## src/common/prf_geom_pkg.sv

```systemverilog
`default_nettype none

////////////////////////////////////////////////////////////////////////
// physical register file geometry
////////////////////////////////////////////////////////////////////////

package prf_geom_pkg;

	// every physical entry starts out free after reset
	// there are no reserved architectural entries
	localparam int prf_size = 32;

	// a physical tag as carried by the rename ports, the cdb and the reads
	localparam int prf_idx_w = $clog2(prf_size);

	// one operand as written back by the execution units
	localparam int prf_data_w = 64;

endpackage

`default_nettype wire
```

## src/hdl/prf_pick.sv

```systemverilog
`default_nettype none

// lowest index first priority picker
// grant is one-hot or zero
// idx is only meaningful when valid is high
module prf_pick #(
	parameter int width = prf_geom_pkg::prf_size
) (
	input  wire  [width-1:0]         req,
	input  wire                      en,
	output logic [width-1:0]         gnt,
	output logic                     valid,
	output logic [$clog2(width)-1:0] idx
);

	localparam int idx_w = $clog2(width);

	always_comb
	begin
		gnt   = '0;
		idx   = '0;
		valid = 1'b0;
		if (en)
		begin
			for (int i = 0; i < width; i++)
			begin
				if (req[i] && !valid) // first hit stops further grants
				begin
					gnt[i] = 1'b1;
					idx    = idx_w'(i);
					valid  = 1'b1;
				end
			end
		end

		// a grant is a single bit taken out of the request
		a_gnt_legal: assert ($onehot0(gnt) && (gnt & ~req) == '0)
			else $error("prf_pick: grant %h is not a single bit of request %h", gnt, req);
	end

endmodule

`default_nettype wire

```

## config.mk

```make
export PLATFORM = sky130hd
export DESIGN_NAME = prf_pick
export DESIGN_NICKNAME = d
export VERILOG_FILES = /design/src/common/prf_geom_pkg.sv /design/src/hdl/prf_pick.sv
export SDC_FILE = /design/constraint.sdc
export NUM_CORES = 1
export LEC_CHECK = 0
export ABC_AREA = 1
export BUFFER_PORTS_ARGS = -buffer_cell sky130_fd_sc_hd__buf_2
export CORE_ASPECT_RATIO = 1.25
export CORE_UTILIZATION = 41
export DETAILED_ROUTE_END_ITERATION = 10
export PLACE_DENSITY = 0.92
export SLEW_MARGIN = 5
export SYNTH_ARGS = -nofsm -noshare
export SYNTH_HDL_FRONTEND = slang
export SYNTH_SLANG_ARGS = --single-unit
```

## constraint.sdc

```tcl
create_clock -name vclk -period 3.1
set_clock_uncertainty 0.1 [all_clocks]
set_input_delay 0.31 -clock vclk [all_inputs]
set_output_delay 0.31 -clock vclk [all_outputs]
set_load 0.01 [all_outputs]
```

==> flow_summary_export.csv <==
group,metric,value,unit
setup_path,cp.required,2.69,ns
placed_design,globalplace.congestion,0.889,
finish,design.seq.count,0,
finish,finalNetCount,281,
sta,max_freq,320,MHz
finish,diodes,0,
synth,synth_xor_area_share,0,%
floorplan,die-area,2310,um^2
drt,drt_drc_violations_left,0,
pwr,leakagePower,0.866,nW
sta,post-route-period-util,101,%
finish,seq_area,0,um^2
finish,clkbuf_count,0,
synth,synth_area,868,um^2
hold_path,hold_path_class,"primary input to primary output",
sta,worst_pin_slew,0.888,ns
status,violations,"negative setup slack",
setup_path,crit_path_start_kind,"primary input",
global_route,globalRouteTotalUtil,21.1,%
global_route,grt_max_degree,33,
synth,yosys.area_share.simple,73.8,%
synth,synth_compound_area_share,8.79,%
floorplan,pin_count,71,
drt,dr.pass1.iters,4,
sta,rsz0062_at_grt,"yes",
finish,utilization,67.5,%
synth,synth_adder_area_share,0,%
sta,layout_setup_ws,-0.0231,ns
setup_path,crit_type,"primary input to primary output",
floorplan,rows,18,
finish,design_area,1340,um^2
hold_path,min_to,"gnt[16]",
drt,routedWlPerCell,10.8,um
floorplan,die_height,53.5,um
placed_design,dpl.hpwl,2190,um
drt,drt_iter0_markers,22,
drt,wl,2890,um
global_route,grt_pass1_vias,1082,
sta,period_needed,3.12,ns
finish,drive_gt1_share,39.4,%
synth,synth_nets,205,
setup_path,cp.arrival,2.71,ns
sta,max_slew_margin,40.7,%
sta,finalHoldWorstSlack,0.790,ns
pwr,total_power,0.0860,mW
synth,ys_warn_count,0,
global_route,antenna_found_initial,0,
synth,avgSynthCellArea,5.05,um^2
floorplan,die_w,43.2,um
synth,synth_top_family_by_area,"simple AND/OR/NAND/NOR gates",
drt,num_vias,1387,
placed_design,io_buffers,71,
floorplan,core,1980,um^2
global_route,grt_pass1_wl,4020,um
synth,synthCells,172,
hold_path,hold_depth,3,
finish,syn2layout_area_growth,54.0,%
hold_path,min_from,"req[15]",
global_route,grt_overflow,0,
clock_tree,ctsHoldBuffers,0,
sta,finalHoldViolCount,0,
placed_design,pre_cts_slack,0.00978,ns
synth,synthMuxAreaShare,0,%
synth,yosysUniqueCellTypes,26,
setup_path,cp_max_fo,6,
drt,antenna_left,0,
job,cap_violations,0,
floorplan,start_util,43.8,%
drt,via_per_inst,5.21,
status,status,"complete, but fails checks",
sta,setup_violations,2,
pwr,ir_drop,0.0597,mV
setup_path,cp-end-kind,"primary output",
pwr,powerDensity,64.3,nW/um^2
placed_design,post_dp_cell_area,1240,um^2
synth,ys_seq_area_share,0,%
sta,slew_viol_final,0,
[area by class of cell]
type / instances / area, um^2
Inverter: 36 / 135
Multi-Input combinational cell: 132 / 738
Fill cell: 192 / 644
Tap cell: 20 / 25.0
Timing Repair Buffer: 78 / 439
[synthesized netlist by cell type]
| master | number | area share [%] |
|---|---|---|
| o21ai_0 | 1 | 0.58 |
| clkbuf_1 | 3 | 1.3 |
| a41oi_1 | 1 | 1.0 |
| nand2_1 | 30 | 13 |
| inv_1 | 36 | 16 |
| nand4_2 | 3 | 4.3 |
| o21ai_1 | 1 | 0.58 |
| o211ai_2 | 1 | 1.4 |
| nor2_1 | 35 | 15 |
| nor3_4 | 1 | 1.9 |
| nor4b_1 | 1 | 1.0 |
| o21bai_1 | 2 | 1.7 |
| nor3_1 | 10 | 5.8 |
| nor2_4 | 3 | 3.9 |
| nand4_1 | 19 | 14 |
| nor2_2 | 6 | 4.3 |
| nand3_1 | 5 | 2.9 |
| o41ai_1 | 1 | 1.0 |
| nand2_2 | 1 | 0.72 |
| or3_1 | 1 | 0.72 |
| nor4_1 | 2 | 1.4 |
| buf_2 | 1 | 0.58 |
| a21oi_1 | 3 | 1.7 |
| nand3b_1 | 3 | 2.6 |
| a31oi_1 | 1 | 0.72 |
| nand4_4 | 1 | 2.4 |
[metal layers]
metal	track usage (%)	wire (um)	up-vias
li1	-	-	727
met1	24.0	1130	609
met2	42.3	1610	51
met3	1.02	145	0
met4	4.04	0	0
met5	0	0	-
[metrics by stage]
step,instances,setup TNS [ns]
floorplan,172,0
global placement,260,0
detailed placement,260,0
CTS,260,0
global route,266,-1.97
finish,266,-0.0277
[cells by family (layout without fill, tap and decap cells)]
kind of cell,after synthesis,count (layout)
compound gates,11,11
simple gates,121,121
buf+inv,40,114
[worst max-delay path: stages]
cell and delay [ns]:
buf_6 0.10, nor2_4 0.18, nand3_1 0.11, nor2_2 0.11, nand4_1 0.10, nor2_2 0.15, nand4_1 0.13, nor2_1 0.17
nand4_1 0.12, nor2_1 0.15, nand4_1 0.14, nor2_2 0.14, nand4_1 0.09, nor2_2 0.15, nand4_2 0.16, nand4_1 0.13
o21bai_1 0.07, nand2_1 0.05, buf_2 0.13
[what timing repair did]
item,CTS,global route
setup endpoints to repair,0,12
resized for setup,0,13
buffers inserted,0,6
endpoints found under the hold margin,0,0
[where the power goes]
part,leakage (nW),internal (mW),switching [mW]
logic,0.866,0.0327,0.0533
registers,0,0,0
clock network,0,0,0
total,0.866,0.0327,0.0533
[cell usage in the layout, fill, tap and decap left out]
cell,synthesis,routed
buf_2,1,66
inv_1,36,36
nor2_1,35,32
nand2_1,30,30
nand4_1,19,19
nor3_1,10,10
nor2_2,6,8
buf_4,0,7
nand3_1,5,5
buf_6,0,5
nor2_4,3,4
nand3b_1,3,3
a21oi_1,3,3
nand4_4,1,2
nand4_2,3,2
nor4_1,2,2
o21bai_1,2,2
nand2_2,1,1
nor3_4,1,1
a31oi_1,1,1
nor4b_1,1,1
o21ai_0,1,1
o211ai_2,1,1
a41oi_1,1,1
or3_1,1,1
o41ai_1,1,1
o21ai_1,1,1
[worst max-delay path by stage]
| stage | start | end | slack, ns | cells past startpoint |
|---|---|---|---|---|
| floorplan | req[1] | idx[3] | 0.49 | 17 |
| global placement | req[1] | idx[3] | 0.08 | 19 |
| detailed placement | req[1] | idx[3] | 0.01 | 19 |
| CTS | req[1] | idx[3] | 0.02 | 19 |
| global route | req[1] | idx[2] | -0.26 | 19 |
| finish | req[1] | idx[4] | -0.02 | 19 |
(Power assumes the default switching activity.)
