$ cat src/common/prf_port_pkg.sv
`default_nettype none

// port counts of the register file
// the top level keeps every port loose, these size the internal loops
package prf_port_pkg;

	localparam int prf_n_rename  = 2; // rat1 and rat2, one rename each per cycle
	localparam int prf_n_read    = 4; // opa and opb of both renamed instructions
	localparam int prf_n_cdb     = 2; // two writeback buses, the higher one wins a tie
	localparam int prf_n_release = 2; // one retirement free from each rrat

endpackage

`default_nettype wire

$ cat src/common/prf_geom_pkg.sv
`default_nettype none

////////////////////////////////////////////////////////////////////////
// physical register file geometry
////////////////////////////////////////////////////////////////////////

package prf_geom_pkg;

	// every physical entry starts out free after reset
	// there are no reserved architectural entries
	localparam int prf_size = 32;

	// a physical tag as carried by the rename ports, the cdb and the reads
	localparam int prf_idx_w = $clog2(prf_size);

	// one operand as written back by the execution units
	localparam int prf_data_w = 64;

endpackage

`default_nettype wire
$ cat src/hdl/prf_release.sv
`default_nettype none

module prf_release (
	input  wire                               rrat1_free_valid, // retirement through rrat1
	input  wire  [prf_geom_pkg::prf_idx_w-1:0] rrat1_free_idx,
	input  wire                               rrat2_free_valid, // retirement through rrat2
	input  wire  [prf_geom_pkg::prf_idx_w-1:0] rrat2_free_idx,
	input  wire                               rrat1_flush,      // mispredict seen by rrat1
	input  wire                               rrat2_flush,      // mispredict seen by rrat2
	input  wire  [prf_geom_pkg::prf_size-1:0]  rrat1_free_list,
	input  wire  [prf_geom_pkg::prf_size-1:0]  rrat2_free_list,
	input  wire  [prf_geom_pkg::prf_size-1:0]  rat1_free_list,
	input  wire  [prf_geom_pkg::prf_size-1:0]  rat2_free_list,
	output logic [prf_geom_pkg::prf_size-1:0]  free_vec
);

	import prf_geom_pkg::*;
	import prf_port_pkg::*;

	logic                 rel_valid [prf_n_release];
	logic [prf_idx_w-1:0] rel_idx   [prf_n_release];

	assign rel_valid[0] = rrat1_free_valid;
	assign rel_idx[0]   = rrat1_free_idx;
	assign rel_valid[1] = rrat2_free_valid;
	assign rel_idx[1]   = rrat2_free_idx;

	always_comb
	begin
		free_vec = '0;

		// retirement frees the old mapping of the retired destination
		for (int p = 0; p < prf_n_release; p++)
		begin
			if (rel_valid[p])
			begin
				free_vec[rel_idx[p]] = 1'b1;
			end
		end

		// on a mispredict an entry goes back only if neither side still maps it
		// rrat1 is paired with rat2 because the other pipe keeps its own rename
		if (rrat1_flush)
		begin
			free_vec = rrat1_free_list & rat2_free_list;
		end
		if (rrat2_flush)
		begin
			free_vec = rrat2_free_list & rat1_free_list; // rrat2 has the last word
		end
	end

endmodule

`default_nettype wire

$ cat config.mk
export PLATFORM = sky130hd
export DESIGN_NAME = prf_release
export DESIGN_NICKNAME = d
export VERILOG_FILES = /design/src/common/prf_port_pkg.sv /design/src/common/prf_geom_pkg.sv /design/src/hdl/prf_release.sv
export SDC_FILE = /design/constraint.sdc
export NUM_CORES = 1
export LEC_CHECK = 0
export ABC_AREA = 1
export BUFFER_PORTS_ARGS = -buffer_cell sky130_fd_sc_hd__buf_4
export CAP_MARGIN = 40
export CORE_AREA = 2 2 67 69
export DETAILED_ROUTE_END_ITERATION = 16
export DIE_AREA = 0 0 69 71
export PLACE_DENSITY = 0.83
export SYNTH_ARGS = -nofsm -noshare
export SYNTH_HDL_FRONTEND = slang
export SYNTH_SLANG_ARGS = --single-unit
$ cat constraint.sdc
create_clock -name vclk -period 1.3
set_input_delay 0.195 -clock vclk [all_inputs]
set_output_delay 0.195 -clock vclk [all_outputs]
set_load 0.02 [all_outputs]
==> impl_table.tex, run 1 <==
\begin{tabular}{lr}
\hline
Metric & Value \\
\hline
\multicolumn{2}{l}{\textbf{Placement}} \\
\# port buffers & roughly 170 \\
Cells after DPL & around 540 \\
Placed wire-length estimate after detailed placement & about 5300 µm \\
Routability congestion estimate from global placement & between 0.9 and 1 \\
\multicolumn{2}{l}{\textbf{Floorplanning}} \\
Height of the chip & between 70 and 80 µm \\
Effective utilization at floorplan & 32.6\% \\
CORE AREA & roughly 4200 µm² \\
Floorplan die area & about 5000 µm² \\
Die Wd & around 69 µm \\
I/O pin count & 174 \\
Number of placement rows & 24 \\
\multicolumn{2}{l}{\textbf{Pwr}} \\
Comb pwr share & 100.0\% \\
Design internal power & 0.000615 W \\
Sequential cell fraction of total power & 0\% \\
Switching fraction of total power & 46.1\% \\
Leak Pwr & approximately 1.8 nW \\
Worst vdd ir & 0.000203 V \\
Portion of total power attributed to the clock network & 0\% \\
Net Switching & 0.000526 W \\
Power density over cell area & between 300 and 400 nW/µm² \\
\multicolumn{2}{l}{\textbf{Synthesis}} \\
Portion of the post-synthesis area used by sequential elements & 0\% \\
Mean area per synthesized cell & 4.37 µm² \\
Synth Instances & roughly 310 \\
Area of the mapped netlist & between 1000 and 1500 µm² \\
Number of warnings issued by yosys & 0 \\
Net Count, Synth & $\sim$460 \\
Number of distinct library cell variants in the gate-level netlist after synthesis & 15 \\
\multicolumn{2}{l}{\textbf{Global route}} \\
Number of global-route vias before repair & approximately 2.6k \\
Global-route wire length before repair & between 10000 and 15000 µm \\
GRT Util Overall & between 20\% and 30\% \\
Initial antenna violation count & 0 \\
Leftover overflow at the end of global routing & 0 \\
Largest net degree at the start of global routing & 36 \\
\multicolumn{2}{l}{\textbf{Timing}} \\
Post-layout worst setup margin & -0.0262 ns \\
Setup TNS & -0.0493 ns \\
Slew Viols, Final & 0 \\
Number of setup violations in the final report & 3 \\
Setup repair after global routing missed its margin & true \\
Relative slew slack & about 83\% \\
Slew of the pin with the lowest slew margin & roughly 0.26 ns \\
Final worst path period share & 102\% \\
WHS & between 0.7 and 0.8 ns \\
Fin. Hold Viols & 0 \\
Post-route minimum period & $\sim$1.3 ns \\
Achievable Freq & 0.754 GHz \\
\multicolumn{2}{l}{\textbf{Layout}} \\
Count of filler cells inserted in the layout & around 300 \\
Growth of design area from synthesis to finish & 146\% \\
Nets & $\sim$640 \\
Antenna diode count & 0 \\
FFs \& Latches & 0 \\
Post-layout utilization of the core & approximately four fifths \\
Non-filler cells in the finished layout & 544 \\
Combined flip-flop and latch cell area & 0 µm² \\
Layout clock buffers & 0 \\
Layout cells sized above 1 & 54.1\% \\
\multicolumn{2}{l}{\textbf{Route}} \\
Iter 0 DRT Violations & between 100 and 150 \\
Vias & 2779 \\
Antenna violation net count after detailed routing & 0 \\
DRC Markers & 0 \\
DRT Pass-1 Iters & 4 \\
Wirelength, routed & between 7000 and 8000 µm \\
Average vias per placed instance & 5.11 \\
DR WL/cell & 13.8 µm \\
\multicolumn{2}{l}{\textbf{Worst setup path}} \\
Endpoint arrival time on the critical path & $\sim$1.1 ns \\
Worst-path maximum fanout & 5 \\
Element type at the critical path start & input pin \\
Required arrival time at the worst endpoint & $\sim$1.1 ns \\
Endpoint class of the critical path & primary output \\
Critical path start-end classification & in -> out \\
\multicolumn{2}{l}{\textbf{Flow run}} \\
Number of max-cap violations & 0 \\
\multicolumn{2}{l}{\textbf{Hold path}} \\
Hold/Removal Path Class & in -> out \\
\multicolumn{2}{l}{\textbf{Run status}} \\
Failing checks & negative setup slack \\
Result of the run & finished with violations \\
\hline
\end{tabular}
## layout make-up
cell class,instances,area (µm²),area share (%)
Tap cell,52,65.1,1.93
Inverter,11,68.8,2.04
Timing Repair Buffer,192,1690,50.2
Multi-Input combinational cell,289,1550,45.8
## critical path, cell delays in order
cell                      delay (ns)
sky130_fd_sc_hd__buf_4          0.15
sky130_fd_sc_hd__inv_2          0.08
sky130_fd_sc_hd__nand2_4        0.07
sky130_fd_sc_hd__nor2_4         0.15
sky130_fd_sc_hd__nand2_2        0.08
sky130_fd_sc_hd__nand2_2        0.07
sky130_fd_sc_hd__nand2_2        0.05
sky130_fd_sc_hd__a21oi_2        0.15
sky130_fd_sc_hd__buf_6          0.13
## placed cells by master (no fill, tap or decap)
| cell | synthesis | routed |
|---|---|---|
| sky130_fd_sc_hd__inv_2 | 2 | 2 |
| sky130_fd_sc_hd__nand3_1 | 63 | 46 |
| sky130_fd_sc_hd__buf_12 | 0 | 10 |
| sky130_fd_sc_hd__nor2_2 | 0 | 1 |
| sky130_fd_sc_hd__a21oi_1 | 32 | 32 |
| sky130_fd_sc_hd__buf_6 | 1 | 32 |
| sky130_fd_sc_hd__nand2_2 | 0 | 27 |
| sky130_fd_sc_hd__nor3_2 | 2 | 2 |
| sky130_fd_sc_hd__buf_4 | 2 | 149 |
| sky130_fd_sc_hd__inv_6 | 0 | 4 |
| sky130_fd_sc_hd__nand2_4 | 0 | 2 |
| sky130_fd_sc_hd__nor3_1 | 5 | 1 |
| sky130_fd_sc_hd__nor3_4 | 1 | 5 |
| sky130_fd_sc_hd__inv_8 | 0 | 1 |
| sky130_fd_sc_hd__inv_1 | 9 | 4 |
| sky130_fd_sc_hd__nand2_1 | 169 | 140 |
| sky130_fd_sc_hd__nand3_2 | 0 | 17 |
| sky130_fd_sc_hd__a21oi_2 | 1 | 1 |
| sky130_fd_sc_hd__nor2_4 | 2 | 12 |
| sky130_fd_sc_hd__buf_8 | 0 | 1 |
| sky130_fd_sc_hd__nor2_1 | 14 | 3 |
## per-layer routing
layer	up-vias	share of wire (%)	GRT usage, %
met1	1219	36	30.3
met4	0	2.2	4.58
met2	155	53	47.6
li1	1385	-	-
met5	-	0	0
met3	20	8.7	2.99
## power groups by stage
| stage | clock network (W) | logic, W | registers [W] |
|---|---|---|---|
| finish | 0 | 0.00114 | 0 |
| CTS | 0 | 0.000967 | 0 |
| global route | 0 | 0.00122 | 0 |
| global placement | 0 | 0.000940 | 0 |
| detailed placement | 0 | 0.000953 | 0 |
| floorplan | 0 | 0.000389 | 0 |
## Yosys cell counts
cell type	count	share of area, %
sky130_fd_sc_hd__nand2_1	169	46
sky130_fd_sc_hd__nand3_1	63	23
sky130_fd_sc_hd__a21oi_1	32	12
sky130_fd_sc_hd__nor2_1	14	3.8
sky130_fd_sc_hd__inv_1	9	2.5
sky130_fd_sc_hd__buf_2	6	2.2
sky130_fd_sc_hd__clkbuf_1	5	1.4
sky130_fd_sc_hd__nor3_1	5	1.8
sky130_fd_sc_hd__buf_4	2	1.1
sky130_fd_sc_hd__inv_2	2	0.55
sky130_fd_sc_hd__nor2_4	2	1.6
sky130_fd_sc_hd__nor3_2	2	1.5
sky130_fd_sc_hd__a21oi_2	1	0.64
sky130_fd_sc_hd__buf_6	1	0.82
sky130_fd_sc_hd__nor3_4	1	1.2
## logic make-up after synthesis
logic type	after synthesis	synth area share, %
buf+inv	25	8.49
compound gates	33	12.3
simple gates	256	79.2
## metrics by stage
stage | worst slack [ns] | total power (W) | cell area [µm²]
after floorplan | 0.129 | 0.000389 | 1370
after global placement | -0.0294 | 0.000940 | 2860
after detailed placement | -0.0753 | 0.000953 | 2860
after CTS | -0.0182 | 0.000967 | 2890
after global routing | -0.0913 | 0.00122 | 3370
final | -0.0262 | 0.00114 | 3370
## timing repair
item                                    in CTS  in global routing
gates resized for setup                     11                128
endpoints found under the setup margin      10                 32
pin swaps                                    5                 45
hold buffers                                 0                  0
setup buffers                                0                  1
## path summary, 6_finish.rpt
kind,from,endpoint,cells after the start
max,rrat2_free_idx[4],free_vec[11],9
min,rat1_free_list[4],free_vec[4],4
Power figures use the tool's default switching activity.
==> run 2, diff against run 1 <==
--- a/config.mk
+++ b/config.mk
@@ -5,13 +5,13 @@
 export SDC_FILE = /design/constraint.sdc
 export NUM_CORES = 1
 export LEC_CHECK = 0
-export ABC_AREA = 1
 export BUFFER_PORTS_ARGS = -buffer_cell sky130_fd_sc_hd__buf_4
 export CAP_MARGIN = 40
-export CORE_AREA = 2 2 67 69
+export CORE_AREA = 2 2 68 70
 export DETAILED_ROUTE_END_ITERATION = 16
-export DIE_AREA = 0 0 69 71
-export PLACE_DENSITY = 0.83
+export DIE_AREA = 0 0 70 72
+export PLACE_DENSITY = 0.74
+export SETUP_SLACK_MARGIN = 0.4
 export SYNTH_ARGS = -nofsm -noshare
 export SYNTH_HDL_FRONTEND = slang
 export SYNTH_SLANG_ARGS = --single-unit
==> run 2 against run 1 <==
  * The run still ends with negative setup slack left
  * Critical path depth decreased by 4
  * Final cell count decreased by 20%
  * Worst setup slack got worse by 0.21 ns
  * Critical path type unchanged
  * Critical endpoint is now free_vec[28]
==> impl_table.tex, run 2 <==
\begin{tabular}{lr}
\hline
Metric & Value \\
\hline
\multicolumn{2}{l}{\textbf{Synthesis}} \\
Cell with the most instances after synthesis & sky130\_fd\_sc\_hd\_\_nand3\_1 \\
Portion of the post-synthesis area used by sequential elements & 0\% (unchanged) \\
Most instantiated cells after synthesis & 24 x sky130\_fd\_sc\_hd\_\_nand3\_1, 20 x sky130\_fd\_sc\_hd\_\_nand2\_1, 19 x sky130\_fd\_sc\_hd\_\_a221o\_1, 19 x sky130\_fd\_sc\_hd\_\_o21ai\_0, 12 x sky130\_fd\_sc\_hd\_\_and3\_1 \\
Number of warnings issued by yosys & 0 (unchanged) \\
Mean area per synthesized cell & 7.04 µm² (+61\%) \\
Portion of synthesized cell area occupied by the leading cell type & 16.8\% (-29 points) \\
Area of the mapped netlist & 1130 µm² (-17\%) \\
Synth Instances & 161 (-49\%) \\
Net Count, Synth & 303 (-34\%) \\
Number of distinct library cell variants in the gate-level netlist after synthesis & 32 (+17) \\
Area leader, netlist & sky130\_fd\_sc\_hd\_\_a221o\_1 \\
Leading cell types by total area after synthesis & sky130\_fd\_sc\_hd\_\_a221o\_1 17\%, sky130\_fd\_sc\_hd\_\_nand3\_1 11\%, sky130\_fd\_sc\_hd\_\_o21ai\_0 8.4\% \\
\multicolumn{2}{l}{\textbf{Floorplanning}} \\
I/O pin count & 174 (unchanged) \\
Height of the chip & 72 µm (+1.4\%) \\
Floorplan die area & 5040 µm² (+2.9\%) \\
Effective utilization at floorplan & 26.6\% (-6.0 points) \\
Number of placement rows & 24 (unchanged) \\
Die Wd & 70 µm (+1.4\%) \\
CORE AREA & 4260 µm² (+1.4\%) \\
\multicolumn{2}{l}{\textbf{Layout}} \\
Layout clock buffers & 0 (unchanged) \\
Layout cells sized above 1 & 78.5\% (+24 points) \\
Multi-input combinational cell area & 1570 µm² (+1.7\%) \\
FFs \& Latches & 0 (unchanged) \\
Top library cells by usage in the layout, fill and taps aside & 174 x sky130\_fd\_sc\_hd\_\_buf\_4, 45 x sky130\_fd\_sc\_hd\_\_buf\_6, 20 x sky130\_fd\_sc\_hd\_\_nand3\_1, 20 x sky130\_fd\_sc\_hd\_\_nand2\_1, 19 x sky130\_fd\_sc\_hd\_\_a221o\_1 \\
Count of filler cells inserted in the layout & 244 (-20\%) \\
Growth of design area from synthesis to finish & 222\% \\
Commonest non-fill, non-tap cell in the layout & sky130\_fd\_sc\_hd\_\_buf\_4 \\
Nets & 525 (-17\%) \\
Combined flip-flop and latch cell area & 0 µm² (unchanged) \\
Antenna diode count & 0 (unchanged) \\
Post-route standard cell area excluding fillers & 3640 µm² (+8.0\%) \\
\multicolumn{2}{l}{\textbf{Worst setup path}} \\
Critical path start-end classification & in -> out \\
Cell at the slowest stage of the critical path & sky130\_fd\_sc\_hd\_\_or4\_4 \\
Required arrival time at the worst endpoint & 1.11 ns (about the same) \\
Element type at the critical path start & input pin \\
Endpoint arrival time on the critical path & 1.34 ns (+0.21 ns) \\
Endpoint class of the critical path & primary output \\
Stage delay of the slowest cell on the critical path & 0.59 ns (+0.44 ns) \\
Worst-path maximum fanout & 3 (-2) \\
Ordered cell list for the critical path & buf\_8 > or4\_4 > o22ai\_4 > a311o\_2 > buf\_6 \\
\multicolumn{2}{l}{\textbf{Hold path}} \\
Hold/Removal Path Class & in -> out \\
Worst hold path depth & 4 (unchanged) \\
Capture endpoint of the worst hold path & free\_vec[11] \\
Startpoint of the most critical hold path & rat2\_free\_list[11] \\
\multicolumn{2}{l}{\textbf{Pwr}} \\
Power density over cell area & 327 nW/µm² (-3.4\%) \\
Leak Pwr & 1.68 nW (-4.4\%) \\
Overall power after layout & 0.00119 W (+4.3\%) \\
Worst vdd ir & 0.000191 V (-6.1\%) \\
\multicolumn{2}{l}{\textbf{Global route}} \\
Leftover overflow at the end of global routing & 0 (unchanged) \\
Number of global-route vias before repair & 2450 (-4.8\%) \\
Initial antenna violation count & 0 (unchanged) \\
Global-route wire length before repair & 11600 µm (+8.5\%) \\
GRT Util Overall & 27.5\% (+2.5 points) \\
Largest net degree at the start of global routing & 20 (-44\%) \\
\multicolumn{2}{l}{\textbf{Route}} \\
Vias & 2571 (-7.5\%) \\
DRC Markers & 0 (unchanged) \\
DR WL/cell & 21.6 µm (+57\%) \\
Average vias per placed instance & 5.94 (+16\%) \\
Antenna violation net count after detailed routing & 0 (unchanged) \\
Wirelength, routed & 9370 µm (+25\%) \\
DRT Pass-1 Iters & 4 (unchanged) \\
Iter 0 DRT Violations & 120 (-4.0\%) \\
\multicolumn{2}{l}{\textbf{Placement}} \\
Placed wire-length estimate after detailed placement & 5940 µm (+13\%) \\
Post-Place Cell Area & 2890 µm² (+1.3\%) \\
\# port buffers & 174 (unchanged) \\
Routability congestion estimate from global placement & 0.884 (-10\%) \\
\multicolumn{2}{l}{\textbf{Flow run}} \\
Number of max-cap violations & 0 (unchanged) \\
\multicolumn{2}{l}{\textbf{Timing}} \\
Final worst path period share & 118\% (+16 points) \\
Post-layout worst setup margin & -0.233 ns (-0.207 ns) \\
Number of setup violations in the final report & 32 (+29) \\
Achievable Freq & 0.652 GHz (-13\%) \\
Relative slew slack & 73.7\% (-8.9 points) \\
Setup repair after global routing missed its margin & true \\
Setup TNS & -4.80 ns (-4.75 ns) \\
Fin. Hold Viols & 0 (unchanged) \\
Post-route minimum period & 1.53 ns (+0.207 ns) \\
Slew of the pin with the lowest slew margin & 0.393 ns (+0.132 ns) \\
Slew Viols, Final & 0 (unchanged) \\
\multicolumn{2}{l}{\textbf{Run status}} \\
Result of the run & finished with violations \\
Failing checks & negative setup slack \\
\hline
\end{tabular}
[run 2: where the power goes]
part | internal (W) | switching (W)
logic | 0.000682 | 0.000509
clock network | 0 | 0
registers | 0 | 0
[run 2: kinds of logic after synthesis]
family / Yosys count / synth area share [%]
buf+inv: 9 / 5.41
compound gates: 63 / 42.3
simple gates: 89 / 52.3
[run 2: area by class of cell]
cell class	count	share of cell area (%)
multi-input combinational	152	43.1
tap	52	1.79
timing repair buffer	229	55.1
[run 2: worst max path at each step]
stage                            startpoint           end  slack, ns  depth (start not counted)
after floorplan                 rrat2_flush  free_vec[13]      -0.14                          4
after detailed placement        rrat1_flush  free_vec[10]      -0.37                          5
after CTS                       rrat2_flush  free_vec[21]      -0.23                          5
final                     rrat2_free_idx[1]  free_vec[28]      -0.23                          5
after global placement          rrat1_flush  free_vec[10]      -0.36                          5
after global routing      rrat2_free_idx[1]  free_vec[28]      -0.25                          5
[run 2: timing repair]
action,in CTS,in global routing
endpoints found under the setup margin,32,32
hold buffers,0,0
pin swaps,25,37
buffers inserted,7,6
resized for setup,61,77
gates cloned,1,4
[run 2: routing by layer]
layer  part of all wire, %  up-vias  global-route usage (%)
li1                      -     1150                       -
met1                    35     1229                    31.0
met2                    54      152                    52.8
met3                   6.0       40                    5.28
met4                   4.4        0                    7.48
met5                     0        -                       0
[run 2: critical path, delay by kind of cell]
| kind | cells | cell delay (ns) |
|---|---|---|
| AND/OR/NAND/NOR | 1 | 0.59 |
| buffers and inverters | 2 | 0.21 |
| AO/OA/AOI/OAI | 2 | 0.33 |
[run 2: metrics by stage]
step | util, % | setup WS, ns | instances | hold WS (ns)
after floorplan | - | -0.143 | 161 | 0.544
final | 85.5 | -0.233 | 433 | 0.719
after CTS | 76.1 | -0.232 | 423 | 0.722
after global routing | 85.5 | -0.251 | 433 | 0.734
after global placement | 67.9 | -0.360 | 415 | 0.732
after detailed placement | 67.9 | -0.371 | 415 | 0.726
